--- src/hw/main_bus_cfg.svh ---
`ifndef MAIN_BUS_CFG_SVH
`define MAIN_BUS_CFG_SVH

// number of 64K program ROM pages mapped from address 0
`define ROM_PAGES 6

// rotary counters step once every 2**ROT_DIV_W frames
`define ROT_DIV_W 3

// cycles from blanking start to the display acknowledge
`define DISP_ACK_DLY 2

`endif

--- src/hw/main_bus_pkg.sv ---
`default_nettype none

package main_bus_pkg;

    // CPU side of the bus, strobes active low
    typedef struct packed {
        logic [23:1] addr;
        logic [15:0] dout;      // write data from the CPU
        logic        rnw;
        logic        uds_n;
        logic        lds_n;
        logic        as_n;
    } cpu_bus_t;

    // display view, 0x24'xxxx
    typedef struct packed {
        logic [1:0] hi;
        logic [1:0] region;     // A[21:20]
        logic [1:0] sub;        // A[19:18]
        logic [1:0] gap;
        logic [2:0] chip;       // A[15:13], tilemap chip register block
        logic [1:0] reg_sel;    // A[12:11], only for the third chip
        logic [9:0] lo;
    } disp_addr_t;

    // I/O view, 0x3x'xxxx
    typedef struct packed {
        logic [1:0] hi;
        logic [1:0] region;     // A[21:20]
        logic [2:0] page;
        logic [2:0] block;      // A[16:14]
        logic [8:0] gap;
        logic       ul;         // A[4], set for the write ports
        logic [2:0] port;       // A[3:1]
    } io_addr_t;

    typedef union packed {
        disp_addr_t disp;
        io_addr_t   io;
    } cpu_addr_u;

    typedef struct packed {
        logic       rom;
        logic       ram;        // work RAM plus tilemap scroll and map
        logic [1:0] pal;
        logic       obj;
        logic       fmode;
        logic       fscr;
        logic       fmap;
        logic       bmode;
        logic       bscr;
        logic       bmap;
        logic       cmode;
        logic       cscr;
        logic       cmap;
    } chip_sel_t;

    typedef struct packed {
        logic [2:0] cab_rd;
        logic       mcu_rd;
        logic [1:0] rot_rd;
        logic       prisel;
        logic       obj_copy;
        logic       snd;
        logic       mcu_wr;
        logic       vint_clr;
        logic       mixpsel;
    } port_sel_t;

    typedef struct packed {
        logic [8:0] joy1;       // active low
        logic [8:0] joy2;
        logic [1:0] start;
        logic [1:0] coin;
        logic       service;
        logic [7:0] dipsw_a;
        logic [7:0] dipsw_b;
    } cab_in_t;

    typedef struct packed {
        logic [7:0]  snd_latch;
        logic [15:0] mcu_din;
        logic [2:0]  prisel;
        logic        mixpsel;
    } latch_t;

endpackage

`default_nettype wire

--- src/hw/addr_decoder.sv ---
`timescale 1ns/1ps
`default_nettype none

`include "main_bus_cfg.svh"

module addr_decoder import main_bus_pkg::*; (
    input  logic      clk,
    input  logic      rst,
    input  cpu_bus_t  bus,
    output chip_sel_t sel_q,
    output port_sel_t port_q,
    output logic      disp_q
);

    cpu_addr_u a;
    chip_sel_t sel_d;
    port_sel_t port_d;
    logic      wram_d;
    logic      disp_d;

    assign a = bus.addr;

    always_comb begin
        sel_d  = '0;
        port_d = '0;
        wram_d = 1'b0;
        if (!bus.as_n) begin
            case (a.io.region)
                2'd0: sel_d.rom = (bus.addr[19:16] < 4'(`ROM_PAGES)) && bus.rnw;
                2'd2: begin
                    if (a.disp.sub == 2'd1) begin
                        case (a.disp.chip)
                            3'd0: sel_d.fmode = 1'b1;
                            3'd1: sel_d.fscr  = 1'b1;
                            3'd2: sel_d.fmap  = 1'b1;
                            3'd3: sel_d.bmode = 1'b1;
                            3'd4: sel_d.bscr  = 1'b1;
                            3'd5: sel_d.bmap  = 1'b1;
                            3'd6: begin     // third chip, on the second board
                                case (a.disp.reg_sel)
                                    2'd0: sel_d.cmode = 1'b1;
                                    2'd1: sel_d.cscr  = 1'b1;
                                    2'd2: sel_d.cmap  = 1'b1;
                                    default: ;
                                endcase
                            end
                            default: ;
                        endcase
                    end
                end
                2'd3: begin
                    case (a.io.block)
                        3'd0: begin     // rotary knobs
                            if (bus.rnw && a.io.port == 3'd0)
                                port_d.rot_rd[0] = 1'b1;
                            if (bus.rnw && a.io.port == 3'd1)
                                port_d.rot_rd[1] = 1'b1;
                        end
                        3'd3: begin
                            if (bus.rnw && !a.io.ul) begin
                                case (a.io.port)
                                    3'd0, 3'd1, 3'd2: port_d.cab_rd[a.io.port[1:0]] = 1'b1;
                                    3'd4: port_d.mcu_rd = 1'b1;
                                    default: ;
                                endcase
                            end
                            if (!bus.rnw && a.io.ul) begin
                                case (a.io.port)
                                    3'd0: port_d.prisel   = 1'b1;
                                    3'd1: port_d.obj_copy = 1'b1;
                                    3'd2: port_d.snd      = 1'b1;
                                    3'd3: port_d.mcu_wr   = 1'b1;
                                    3'd4: port_d.vint_clr = 1'b1;
                                    3'd5: port_d.mixpsel  = 1'b1;
                                    default: ;
                                endcase
                            end
                        end
                        3'd4: sel_d.pal[0] = 1'b1;  // palette low half
                        3'd5: sel_d.pal[1] = 1'b1;
                        3'd6: wram_d       = 1'b1;
                        3'd7: sel_d.obj    = 1'b1;
                        default: ;
                    endcase
                end
                default: ;
            endcase
        end
        // scroll and map memories sit in the same RAM as the work area
        sel_d.ram = wram_d | sel_d.fscr | sel_d.fmap | sel_d.bscr | sel_d.bmap
                  | sel_d.cscr | sel_d.cmap;
    end

    assign disp_d = |{sel_d.fmode, sel_d.fscr, sel_d.fmap, sel_d.bmode, sel_d.bscr,
                      sel_d.bmap, sel_d.cmode, sel_d.cscr, sel_d.cmap};

    always_ff @(posedge clk or posedge rst) begin
        if (rst) begin
            sel_q  <= '0;
            port_q <= '0;
            disp_q <= 1'b0;
        end else begin
            sel_q  <= sel_d;
            port_q <= port_d;
            disp_q <= disp_d;
        end
    end

endmodule

`default_nettype wire

--- src/hw/io_registers.sv ---
`timescale 1ns/1ps
`default_nettype none

module io_registers import main_bus_pkg::*; (
    input  logic       clk,
    input  logic       rst,
    input  cpu_bus_t   bus,
    input  port_sel_t  port_q,
    input  logic       lvbl,
    input  logic       sec2,
    input  logic       ext_irq_n,
    output latch_t     latch,
    output logic       snd_req,
    output logic       obj_copy,
    output logic [2:0] ipl_n
);

    logic [4:0] wr_now;
    logic [4:0] wr_l;
    logic [4:0] wr_rise;
    logic       lvbl_l;
    logic       sec2_l;
    logic       vint;
    logic       secirq;   // MCU wants attention

    assign wr_now  = {port_q.mixpsel, port_q.mcu_wr, port_q.snd, port_q.obj_copy,
                      port_q.prisel};
    assign wr_rise = wr_now & ~wr_l;   // first cycle of each write access

    always_ff @(posedge clk or posedge rst) begin
        if (rst) begin
            wr_l     <= '0;
            latch    <= '0;
            snd_req  <= 1'b0;
            obj_copy <= 1'b0;
            lvbl_l   <= 1'b0;
            sec2_l   <= 1'b0;
            vint     <= 1'b0;
            secirq   <= 1'b0;
        end else begin
            wr_l     <= wr_now;
            snd_req  <= wr_rise[2];
            obj_copy <= wr_rise[1];    // object DMA kick
            if (wr_rise[0] && !bus.lds_n)
                latch.prisel <= bus.dout[2:0];
            if (wr_rise[2] && !bus.lds_n)
                latch.snd_latch <= bus.dout[7:0];
            if (wr_rise[3]) begin
                if (!bus.uds_n) latch.mcu_din[15:8] <= bus.dout[15:8];
                if (!bus.lds_n) latch.mcu_din[7:0]  <= bus.dout[7:0];
            end
            if (wr_rise[4] && !bus.lds_n)
                latch.mixpsel <= bus.dout[0];

            lvbl_l <= lvbl;
            if (port_q.vint_clr)
                vint <= 1'b0;
            else if (lvbl_l && !lvbl)
                vint <= 1'b1;    // start of vertical blank

            sec2_l <= sec2;
            if (port_q.mcu_rd)
                secirq <= 1'b0;  // reading the mailbox acknowledges
            else if (!sec2_l && sec2)
                secirq <= 1'b1;
        end
    end

    always_comb begin
        if (vint)            ipl_n = ~3'd6;
        else if (secirq)     ipl_n = ~3'd5;
        else if (!ext_irq_n) ipl_n = ~3'd4;
        else                 ipl_n = ~3'd0;
    end

endmodule

`default_nettype wire

--- src/hw/cab_inputs.sv ---
`timescale 1ns/1ps
`default_nettype none

`include "main_bus_cfg.svh"

module cab_inputs import main_bus_pkg::*; (
    input  logic        clk,
    input  logic        rst,
    input  cab_in_t     cab,
    input  logic        lvbl,
    input  port_sel_t   port_q,
    output logic [15:0] cab_word,
    output logic [11:0] rot1,
    output logic [11:0] rot2
);

    logic [8:0]            sort1;
    logic [8:0]            sort2;
    logic                  lvbl_l;
    logic [`ROT_DIV_W-1:0] frame_cnt;

    // board wiring has the four directions in reverse order
    function automatic logic [8:0] sort_joy(input logic [8:0] joy);
        return {joy[8:4], joy[0], joy[1], joy[2], joy[3]};
    endfunction

    // buttons 6 and 7 turn the knob, both active low
    function automatic logic [11:0] rot_step(input logic [11:0] rot, input logic [8:0] joy);
        logic [11:0] nxt;
        nxt = rot;
        if (!joy[6]) nxt = (rot == '0) ? 12'h001 : {rot[10:0], rot[11]};
        if (!joy[7]) nxt = (rot == '0) ? 12'h800 : {rot[0], rot[11:1]};
        return nxt;
    endfunction

    assign sort1 = sort_joy(cab.joy1);
    assign sort2 = sort_joy(cab.joy2);

    always_comb begin
        cab_word = 16'hffff;
        if (port_q.cab_rd[0])
            cab_word = {sort2[7:0], sort1[7:0]};
        else if (port_q.cab_rd[1])
            cab_word = {8'hff, ~lvbl, cab.service, cab.coin, cab.start, sort2[8], sort1[8]};
        else if (port_q.cab_rd[2])
            cab_word = {cab.dipsw_b, cab.dipsw_a};
    end

    always_ff @(posedge clk or posedge rst) begin
        if (rst) begin
            lvbl_l    <= 1'b0;
            frame_cnt <= '0;
            rot1      <= '0;
            rot2      <= '0;
        end else begin
            lvbl_l <= lvbl;
            if (lvbl_l && !lvbl) begin  // one per frame
                frame_cnt <= frame_cnt + 1'b1;
                if (frame_cnt == '0) begin
                    rot1 <= rot_step(rot1, cab.joy1);
                    rot2 <= rot_step(rot2, cab.joy2);
                end
            end
        end
    end

endmodule

`default_nettype wire

--- src/hw/read_mux.sv ---
`timescale 1ns/1ps
`default_nettype none

module read_mux import main_bus_pkg::*; (
    input  logic        clk,
    input  chip_sel_t   sel_q,
    input  port_sel_t   port_q,
    input  logic [15:0] cab_word,
    input  logic [11:0] rot1,
    input  logic [11:0] rot2,
    input  logic [15:0] rom_data,
    input  logic [15:0] ram_data,
    input  logic [15:0] pal_dout,
    input  logic [15:0] obj_dout,
    input  logic [15:0] ba0_dout,
    input  logic [15:0] ba1_dout,
    input  logic [15:0] ba2_dout,
    input  logic [15:0] mcu_dout,
    output logic [15:0] rd_data
);

    // open bus reads back as all ones
    always_ff @(posedge clk) begin
        if (sel_q.ram)              rd_data <= ram_data;
        else if (sel_q.rom)         rd_data <= rom_data;
        else if (|sel_q.pal)        rd_data <= pal_dout;
        else if (sel_q.obj)         rd_data <= obj_dout;
        else if (|port_q.cab_rd)    rd_data <= cab_word;
        else if (sel_q.fmode)       rd_data <= ba0_dout;
        else if (sel_q.bmode)       rd_data <= ba1_dout;
        else if (sel_q.cmode)       rd_data <= ba2_dout;
        else if (port_q.mcu_rd)     rd_data <= mcu_dout;
        else if (port_q.rot_rd[0])  rd_data <= {4'hf, ~rot1};
        else if (port_q.rot_rd[1])  rd_data <= {4'hf, ~rot2};
        else                        rd_data <= 16'hffff;
    end

endmodule

`default_nettype wire

--- src/hw/wait_gen.sv ---
`timescale 1ns/1ps
`default_nettype none

`include "main_bus_cfg.svh"

module wait_gen import main_bus_pkg::*; (
    input  logic      clk,
    input  logic      rst,
    input  cpu_bus_t  bus,
    input  chip_sel_t sel_q,
    input  logic      disp_q,
    input  logic      lvbl,
    input  logic      lhbl,
    input  logic      rom_ok,
    input  logic      ram_ok,
    output logic      dtack_n
);

    localparam int CNT_W = $clog2(`DISP_ACK_DLY + 2);
    localparam logic [CNT_W-1:0] DISP_DONE = CNT_W'(`DISP_ACK_DLY);

    logic             as_l;       // selects are valid from now on
    logic             ok_dly;
    logic [CNT_W-1:0] disp_cnt;
    logic             blank;
    logic             disp_busy;
    logic             bus_busy;

    assign blank     = ~lvbl | ~lhbl;
    assign disp_busy = disp_cnt != DISP_DONE;
    assign bus_busy  = (sel_q.rom & ~ok_dly)
                     | (sel_q.ram & ~ram_ok)
                     | (disp_q & disp_busy);

    always_ff @(posedge clk or posedge rst) begin
        if (rst) begin
            as_l     <= 1'b0;
            ok_dly   <= 1'b0;
            disp_cnt <= '0;
            dtack_n  <= 1'b1;
        end else begin
            as_l   <= ~bus.as_n;
            ok_dly <= rom_ok;   // ROM data settles one cycle after ok

            // tilemap chips only take CPU accesses during blanking
            // once blanking is seen the count runs to the end
            if (!disp_q)
                disp_cnt <= '0;
            else if ((blank || disp_cnt != '0) && disp_busy)
                disp_cnt <= disp_cnt + 1'b1;

            if (bus.as_n)
                dtack_n <= 1'b1;
            else if (as_l && !bus_busy)
                dtack_n <= 1'b0;
        end
    end

endmodule

`default_nettype wire

--- src/hw/main_bus.sv ---
`timescale 1ns/1ps
`default_nettype none

module main_bus import main_bus_pkg::*; (
    input  logic        clk,
    input  logic        rst,
    input  cpu_bus_t    bus,
    input  cab_in_t     cab,
    input  logic        lvbl,
    input  logic        lhbl,
    input  logic        ext_irq_n,
    input  logic        sec2,        // MCU interrupt request
    input  logic        rom_ok,
    input  logic        ram_ok,
    input  logic [15:0] rom_data,
    input  logic [15:0] ram_data,
    input  logic [15:0] pal_dout,
    input  logic [15:0] obj_dout,
    input  logic [15:0] ba0_dout,
    input  logic [15:0] ba1_dout,
    input  logic [15:0] ba2_dout,
    input  logic [15:0] mcu_dout,
    output chip_sel_t   sel,
    output latch_t      latch,
    output logic        snd_req,
    output logic        obj_copy,
    output logic [15:0] rd_data,
    output logic        dtack_n,
    output logic [2:0]  ipl_n
);

    port_sel_t   port_q;
    logic        disp_q;
    logic [15:0] cab_word;
    logic [11:0] rot1;
    logic [11:0] rot2;

    addr_decoder u_decode (
        .clk    (clk),
        .rst    (rst),
        .bus    (bus),
        .sel_q  (sel),
        .port_q (port_q),
        .disp_q (disp_q)
    );

    io_registers u_io (
        .clk       (clk),
        .rst       (rst),
        .bus       (bus),
        .port_q    (port_q),
        .lvbl      (lvbl),
        .sec2      (sec2),
        .ext_irq_n (ext_irq_n),
        .latch     (latch),
        .snd_req   (snd_req),
        .obj_copy  (obj_copy),
        .ipl_n     (ipl_n)
    );

    cab_inputs u_cab (
        .clk      (clk),
        .rst      (rst),
        .cab      (cab),
        .lvbl     (lvbl),
        .port_q   (port_q),
        .cab_word (cab_word),
        .rot1     (rot1),
        .rot2     (rot2)
    );

    read_mux u_rdmux (
        .clk      (clk),
        .sel_q    (sel),
        .port_q   (port_q),
        .cab_word (cab_word),
        .rot1     (rot1),
        .rot2     (rot2),
        .rom_data (rom_data),
        .ram_data (ram_data),
        .pal_dout (pal_dout),
        .obj_dout (obj_dout),
        .ba0_dout (ba0_dout),
        .ba1_dout (ba1_dout),
        .ba2_dout (ba2_dout),
        .mcu_dout (mcu_dout),
        .rd_data  (rd_data)
    );

    wait_gen u_wait (
        .clk     (clk),
        .rst     (rst),
        .bus     (bus),
        .sel_q   (sel),
        .disp_q  (disp_q),
        .lvbl    (lvbl),
        .lhbl    (lhbl),
        .rom_ok  (rom_ok),
        .ram_ok  (ram_ok),
        .dtack_n (dtack_n)
    );

endmodule

`default_nettype wire

--- config.mk ---
export PLATFORM = sky130hd
export DESIGN_NAME = main_bus
export DESIGN_NICKNAME = d
export VERILOG_FILES = /design/src/hw/main_bus_pkg.sv /design/src/hw/addr_decoder.sv /design/src/hw/io_registers.sv /design/src/hw/cab_inputs.sv /design/src/hw/read_mux.sv /design/src/hw/wait_gen.sv /design/src/hw/main_bus.sv
export VERILOG_INCLUDE_DIRS = /design/src /design/src/hw
export SDC_FILE = /design/constraint.sdc
export NUM_CORES = 1
export LEC_CHECK = 0
export ABC_CLOCK_PERIOD_IN_PS = 5100
export BUFFER_PORTS_ARGS = -buffer_cell sky130_fd_sc_hd__buf_2
export CORE_MARGIN = 8
export CORE_UTILIZATION = 45
export CTS_CLUSTER_DIAMETER = 50
export DETAILED_ROUTE_END_ITERATION = 7
export PLACE_DENSITY_LB_ADDON = 0.25
export SLEW_MARGIN = 20
export SYNTH_ARGS = -nofsm -noshare
export SYNTH_HDL_FRONTEND = slang
export SYNTH_SLANG_ARGS = --single-unit
--- constraint.sdc ---
create_clock -name clk -period 5.1 [get_ports clk]
set_input_delay 0.51 -clock clk [delete_from_list [all_inputs] [get_ports clk]]
set_output_delay 0.51 -clock clk [all_outputs]
set_load 0.02 [all_outputs]
==> results.ini, run 1 <==
[timing]
setup_ws_ps = 2960
tightest_slew_ps = 1100
layout_min_cycle_time_ps = 2140
finalSetupTns_ps = 0
slew_headroom_pct = 26.7
fmaxAchievable_ghz = 0.468
skew_ps = 4.97
setup_viol = 0
period_share_pct = 41.9
finalMaxSlewViolations = 0
rsz0062_at_grt = no
hold_viol_final = 0

[clock_network]
path_clk_slew_ps = 60
clockRootBuffer = clkbuf_16
insertion_delay_ps = 420
ctsResizeCount = 0
postCtsSetupRepairBufs = 0
cts.sinks = 114
cts_buffers = 17
cts.htree.levels = 4
cts_hold_buf = 0
cts_tree = done
cts_buffer_depth = 2

[worst_hold_path]
hold_path.class = in -> async

[worst_setup_path]
cp-end-kind = flip-flop
reg2reg_slack_ps = 2960
ff2ff_path_depth = 4
critical_path_arrival_ps = 2430
crit_fanout = 29
endpoint = u_rdmux.rd_data[11]
critPathLaunchType = flip-flop
cp.required_ps = 5390
cp_cell_sequence = a21oi_1 -> a211o_1 -> a311oi_1 -> o21ai_1
reg2reg_to = u_rdmux.rd_data[11]
r2r-start = u_decode.port_q[8]
critical_path_class = reg -> reg
crit_path_start = u_decode.port_q[8]
cpMaxStageDelayCell = dfrtp_1
cp_slowest_stage_delay_ps = 1070

[yosys]
synth_cell_types = 58
ys_seq_area_share_pct = 44.4
synthCells = 650
yosys-top-cells-area = dfrtp_1, dfxtp_1, mux2_2
synth_top_area_cell = dfrtp_1
ys.flop_type = dfrtp_1
ys_ff_latch = 114
async_flop_share_pct = 86.0
synth_nets = 872
post-synth-top-count-cell = dfrtp_1
synth_area_mm2 = 0.00625
synth_common_cells = dfrtp_1, nand2_1, o21ai_0
synth_top_cell_area_share_pct = 38.9
synth_edf_count = 0
syn_avg_cell_area_um2 = 9.61
yosysWarnings = 0

[drt]
firstDrtPassIters = 5
drt-total-wl_um = 22800
num_vias = 6262
drt_iter0_drc = 530
routedWlPerCell_um = 20.9
ant_nets = 0
drc = 0
viasPerCell = 5.72

[pwr]
powerDensity_mw_per_mm2 = 302
ir_worst_vdd_mv = 0.218
p_total_mw = 2.48
p_leak_nw = 3.85

[final_layout]
post-route-util_pct = 60.0
layout-drive-gt1-share_pct = 39.1
nNetsFinal = 1120
finalInstanceArea_mm2 = 0.00823
area_growth_pct = 31.7
nFillCells = 1258

[place]
place_ws_ps = 2710
placed_cell_area_mm2 = 0.00764
gp_congestion = 0.920
dp_hpwl_um = 17300
io_buffers = 273

[job]
cap_violations = 0

[global_route]
grt_use_total_pct = 25.2
first_global_vias = 6304
grt_pass1_wl_um = 35000
grt-ovfl-total = 0
antenna_found_initial = 4
grt_max_degree = 54

[floorplan]
num_rows = 43
start_util_pct = 45.5
fp.dieW_um = 134
dieArea_mm2 = 0.0179
core_mm2 = 0.0137
io_pins = 282
die_h_um = 134

[run_status]
status = completed

layout by cell type, fill, tap and decap left out, drive strengths merged, types with 7 or more instances in the layout:
cell	count
buf	278
dfrtp	97
o21ai	65
nand2	53
nor2	31
a21oi	30
mux2	29
nand2b	26
inv	25
mux2i	20
nor2b	20
clkbuf	19
o2111ai	16
a221o	16
o211ai	16
dfxtp	16
o22ai	13
nor3b	12
nor3	11
a211oi	9
a221oi	9
nor4	8
o31ai	8
o21a	8
o221a	8
a31oi	7
nand3	7
layer usage:
metal | track usage (%) | up-vias | share of wire (%)
li1 | - | 2930 | -
met2 | 40.9 | 325 | 48
met1 | 29.9 | 2951 | 40
met3 | 7.89 | 52 | 9.0
met5 | 0 | - | 0.11
met4 | 11.6 | 4 | 3.5
where the power goes:
part | leakage, nW | total [mW] | switching [mW] | internal [mW]
sequential | 1.45 | 1.01 | 0.0556 | 0.958
clock | 0.281 | 1.15 | 0.451 | 0.701
combinational | 2.12 | 0.318 | 0.169 | 0.150
layout make-up:
type	count	area, um2	area share [%]
well taps	180	225	2.74
repair buffers	278	1400	17.1
diodes	3	7.51	0.0912
clock inverters	13	125	1.52
flip-flops and latches	114	2770	33.7
multi-input cells	466	3160	38.4
clock buffers	19	453	5.50
inverters	21	81.3	0.988
cells by family after synthesis:
group / synth area share (%)
AO/OA/AOI/OAI: 24.8
AND/OR/NAND/NOR: 15.9
flip-flops: 44.4
buffers and inverters: 5.05
multiplexers: 8.43
XOR/XNOR: 0.561
adder cells (fa/ha/maj): 0.801
worst max-delay path, delay by kind of cell, from the launching register on:
| kind | cells | cell delay [ps] |
|---|---|---|
| DFF | 1 | 1070 |
| AOI/OAI and AO/OA | 4 | 940 |
state kept, by name (all words and copies together) (netlist names), 2 cells and up:
name,cells
u_cab.frame_cnt,3
u_cab.rot1,12
u_cab.rot2,12
u_decode.port_q,12
u_decode.sel_q,14
u_io.latch,28
u_io.wr_l,5
u_rdmux.rd_data,16
u_wait.disp_cnt,2
per-stage QoR:
step | hold WS [ps] | cells
floorplan | 346 | 650
global placement | 349 | 1059
detailed placement | 355 | 1059
CTS | 166 | 1091
global route | 196 | 1093
finish | 148 | 1094
how the worst min path moves through the flow:
stage / from / end / slack [ps] / cells after the start
final: rst / u_io.latch[12] / 150 / 2
after global routing: rst / u_io.latch[17] / 200 / 2
after CTS: rst / u_io.latch[17] / 170 / 2
after detailed placement: u_decode.port_q[3] / u_io.wr_l[2] / 360 / 0
after global placement: u_decode.port_q[5] / u_io.wr_l[0] / 350 / 0
after floorplan: u_decode.port_q[5] / u_io.wr_l[0] / 350 / 0
(Power assumes the default switching activity.)
==> run 2: changes to the inputs <==
Settings changed: ABC_AREA set to 1, ABC_CLOCK_PERIOD_IN_PS 5100 to 1970.
Clock period 5.1 ns to 1.97 ns, I/O delays scaled along.
==> results.ini, run 2 <==
[run_status]
status = completed

[worst_setup_path]
critPathLaunchType = input pin
cp.required_ps = 2290  ; -3100 ps
critical_path_arrival_ps = 2090  ; -340 ps
critical_path_class = in -> reg
cp-end-kind = flip-flop
r2r-start = u_cab.frame_cnt[0]
crit_path_start = lvbl
crit_fanout = 14  ; -52%

[timing]
period_share_pct = 89.8
finalMaxSlewViolations = 0  ; unchanged
tightest_slew_ps = 711  ; -388 ps
finalSetupTns_ps = 0  ; unchanged
rsz0062_at_grt = no
fmaxAchievable_ghz = 0.565
hold_viol_final = 0  ; unchanged
slew_headroom_pct = 52.6  ; +26 points
skew_ps = 6.10  ; +1.13 ps
setup_viol = 0  ; unchanged
layout_min_cycle_time_ps = 1770

[drt]
viasPerCell = 5.04  ; -12%
wl_met1_um = 9070  ; about the same
met3_length_um = 1920  ; -6.2%
firstDrtPassIters = 6  ; +1
num_vias = 7047  ; +13%
topRoutingLayerUsed = met5
ant_nets = 0  ; unchanged
routedWlPerCell_um = 16.2  ; -22%
dr_wl_met2_um = 10900  ; +0.64%
drt-total-wl_um = 22600  ; -0.73%
drt_iter0_drc = 560  ; +5.7%
drc = 0  ; unchanged

[floorplan]
fp.dieW_um = 136  ; +1.9%
die_h_um = 136  ; +1.9%
num_rows = 44  ; +2.3%
start_util_pct = 45.5  ; about the same
core_mm2 = 0.0143  ; +4.3%
dieArea_mm2 = 0.0186  ; +3.7%
io_pins = 282  ; unchanged

[yosys]
synth_common_cells = nand2_1, nor2_1, a21oi_1
ys_ff_latch = 114  ; unchanged
ys.flop_type = dfrtp_1
synth_edf_count = 0  ; unchanged
synth_nets = 1129  ; +29%
syn_avg_cell_area_um2 = 7.18  ; -25%
synth_cell_types = 41  ; -29%
async_flop_share_pct = 86.0  ; unchanged
post-synth-top-count-cell = nand2_1
ys_seq_area_share_pct = 42.6  ; -1.8 points
synth_area_mm2 = 0.00651  ; +4.3%
synth_top_cell_area_share_pct = 37.3  ; -1.6 points
yosysWarnings = 0  ; unchanged
synthCells = 907  ; +40%
synth_top_area_cell = dfrtp_1
yosys-top-cells-area = dfrtp_1, nand2_1, nor2_1

[clock_network]
cts_tree = done
cts_buffer_depth = 2  ; unchanged
cts_hold_buf = 27  ; +27
cts.htree.levels = 4  ; unchanged
postCtsSetupRepairBufs = 0  ; unchanged
ctsResizeCount = 0  ; unchanged
clockRootBuffer = clkbuf_16
cts_buffers = 17  ; unchanged
cts.sinks = 114  ; unchanged
insertion_delay_ps = 410  ; about the same
path_clk_slew_ps = 60  ; about the same

[place]
placed_cell_area_mm2 = 0.00794  ; +3.9%
gp_congestion = 0.900  ; -2.2%
io_buffers = 273  ; unchanged
dp_hpwl_um = 17500  ; +1.1%
placed_cells = 1336  ; +26%

[pwr]
seq_power_share_pct = 42.7  ; +1.9 points
clkPwrFrac_pct = 42.9  ; -3.5 points
ir_worst_vdd_mv = 0.513  ; +140%
swShare_pct = 28.5  ; +1.4 points
p_comb_share_pct = 14.4  ; +1.6 points
p_leak_nw = 4.79  ; +24%
switching_power_mw = 1.99  ; +200%
p_int_mw = 4.99  ; +180%
powerDensity_mw_per_mm2 = 794  ; +160%
p_total_mw = 6.98  ; +180%

[global_route]
antenna_found_initial = 4  ; unchanged
first_global_vias = 6940  ; +10%
grt_use_total_pct = 23.9  ; -1.3 points
grt_pass1_wl_um = 34500  ; -1.5%
grt-ovfl-total = 0  ; unchanged
grt_max_degree = 37  ; -31%

[final_layout]
largest-register = u_io.latch
layout-drive-gt1-share_pct = 30.1  ; -9.0 points
finalInstanceArea_mm2 = 0.00880  ; +6.9%
nNetsFinal = 1420  ; +27%
largestRegisters = u_io.latch x28, u_rdmux.rd_data x16, u_decode.sel_q x14
fin_cells = 1398  ; +28%
area_growth_pct = 35.1
largest_reg_flops = 28  ; unchanged
post-route-util_pct = 61.5  ; +1.5 points
mostFrequentLayoutCells = buf_2, nand2_1, nor2_1, a21oi_1, dfrtp_1
nFillCells = 1353  ; +7.6%
final_common_cell = buf_2

[worst_hold_path]
min_from = bus[16]
hold_path.class = in -> reg

[job]
cap_violations = 0  ; unchanged

run 2: changes by cell type in the layout (fill, tap and decap cells not counted), sizes merged, moves of 27 or more:
cell | previous run | this run
nand2 | 53 | 235
nor2 | 31 | 156
a21oi | 30 | 106
inv | 25 | 83
nand3 | 7 | 43
dlygate4sd3 | 0 | 27
run 2: worst paths after layout:
| path | to | slack [ps] | depth (start not counted) |
|---|---|---|---|
| min in group asynchronous | u_io.latch[15] | 350 | 3 |
| max in group asynchronous | u_cab.rot2[6] | 1010 | 4 |
| hold reg to reg | u_io.wr_l[1] | 380 | 0 |
| hold / removal | u_io.latch[16] | 10 | 2 |
| setup / recovery | u_cab.rot1[8] | 200 | 9 |
| setup reg to reg | u_cab.rot1[8] | 260 | 7 |
run 2: per-layer routing:
metal	vias up	GRT usage (%)
met4	4	11.3
li1	3504	-
met1	3163	28.5
met3	62	6.80
met5	-	0
met2	314	38.9
run 2: kinds of logic (layout without fill, tap and decap cells):
logic type	count (synthesis)	in the layout	synth area share (%)
compound gates	186	186	15.0
simple gates	464	464	30.1
flops	114	114	42.6
buf+inv	129	433	9.83
other cells	0	3	0
fa+ha+maj	4	4	0.768
xor+xnor	2	2	0.269
mux	8	8	1.38
run 2: final cells by class:
| type | instances | area [um2] | share of cell area [%] |
|---|---|---|---|
| flip-flops and latches | 114 | 2770 | 31.5 |
| well taps | 184 | 230 | 2.62 |
| diodes | 3 | 7.51 | 0.0853 |
| clock buffers | 19 | 443 | 5.03 |
| clock inverters | 13 | 136 | 1.55 |
| inverters | 85 | 328 | 3.73 |
| repair buffers | 316 | 1780 | 20.2 |
| multi-input cells | 664 | 3100 | 35.2 |
run 2: stage by stage:
stage | setup WS [ps] | hold slack [ps]
6_report | 201 | 11.1
5_1_grt | 79.3 | 8.79
4_1_cts | 249 | 0.672
3_5_place_dp | 279 | 241
3_3_place_gp | 383 | 234
2_1_floorplan | 557 | 228
run 2: power by group through the flow:
stage,clock network [mW],logic [mW],registers (mW)
after CTS,3.02,1.01,2.98
after detailed placement,0,0.958,3.02
after floorplan,0,0.564,2.95
after global placement,0,0.933,3.01
after global routing,3.14,1.16,3.02
final,2.99,1.01,2.98
run 2: critical path, stage by stage:
cell	delay (ps)
dlygate4sd3_1	550
buf_2	160
inv_2	90
nand2_4	80
nor3b_4	280
nand2_2	230
clkinv_2	200
o21ai_0	120
o21ai_0	180
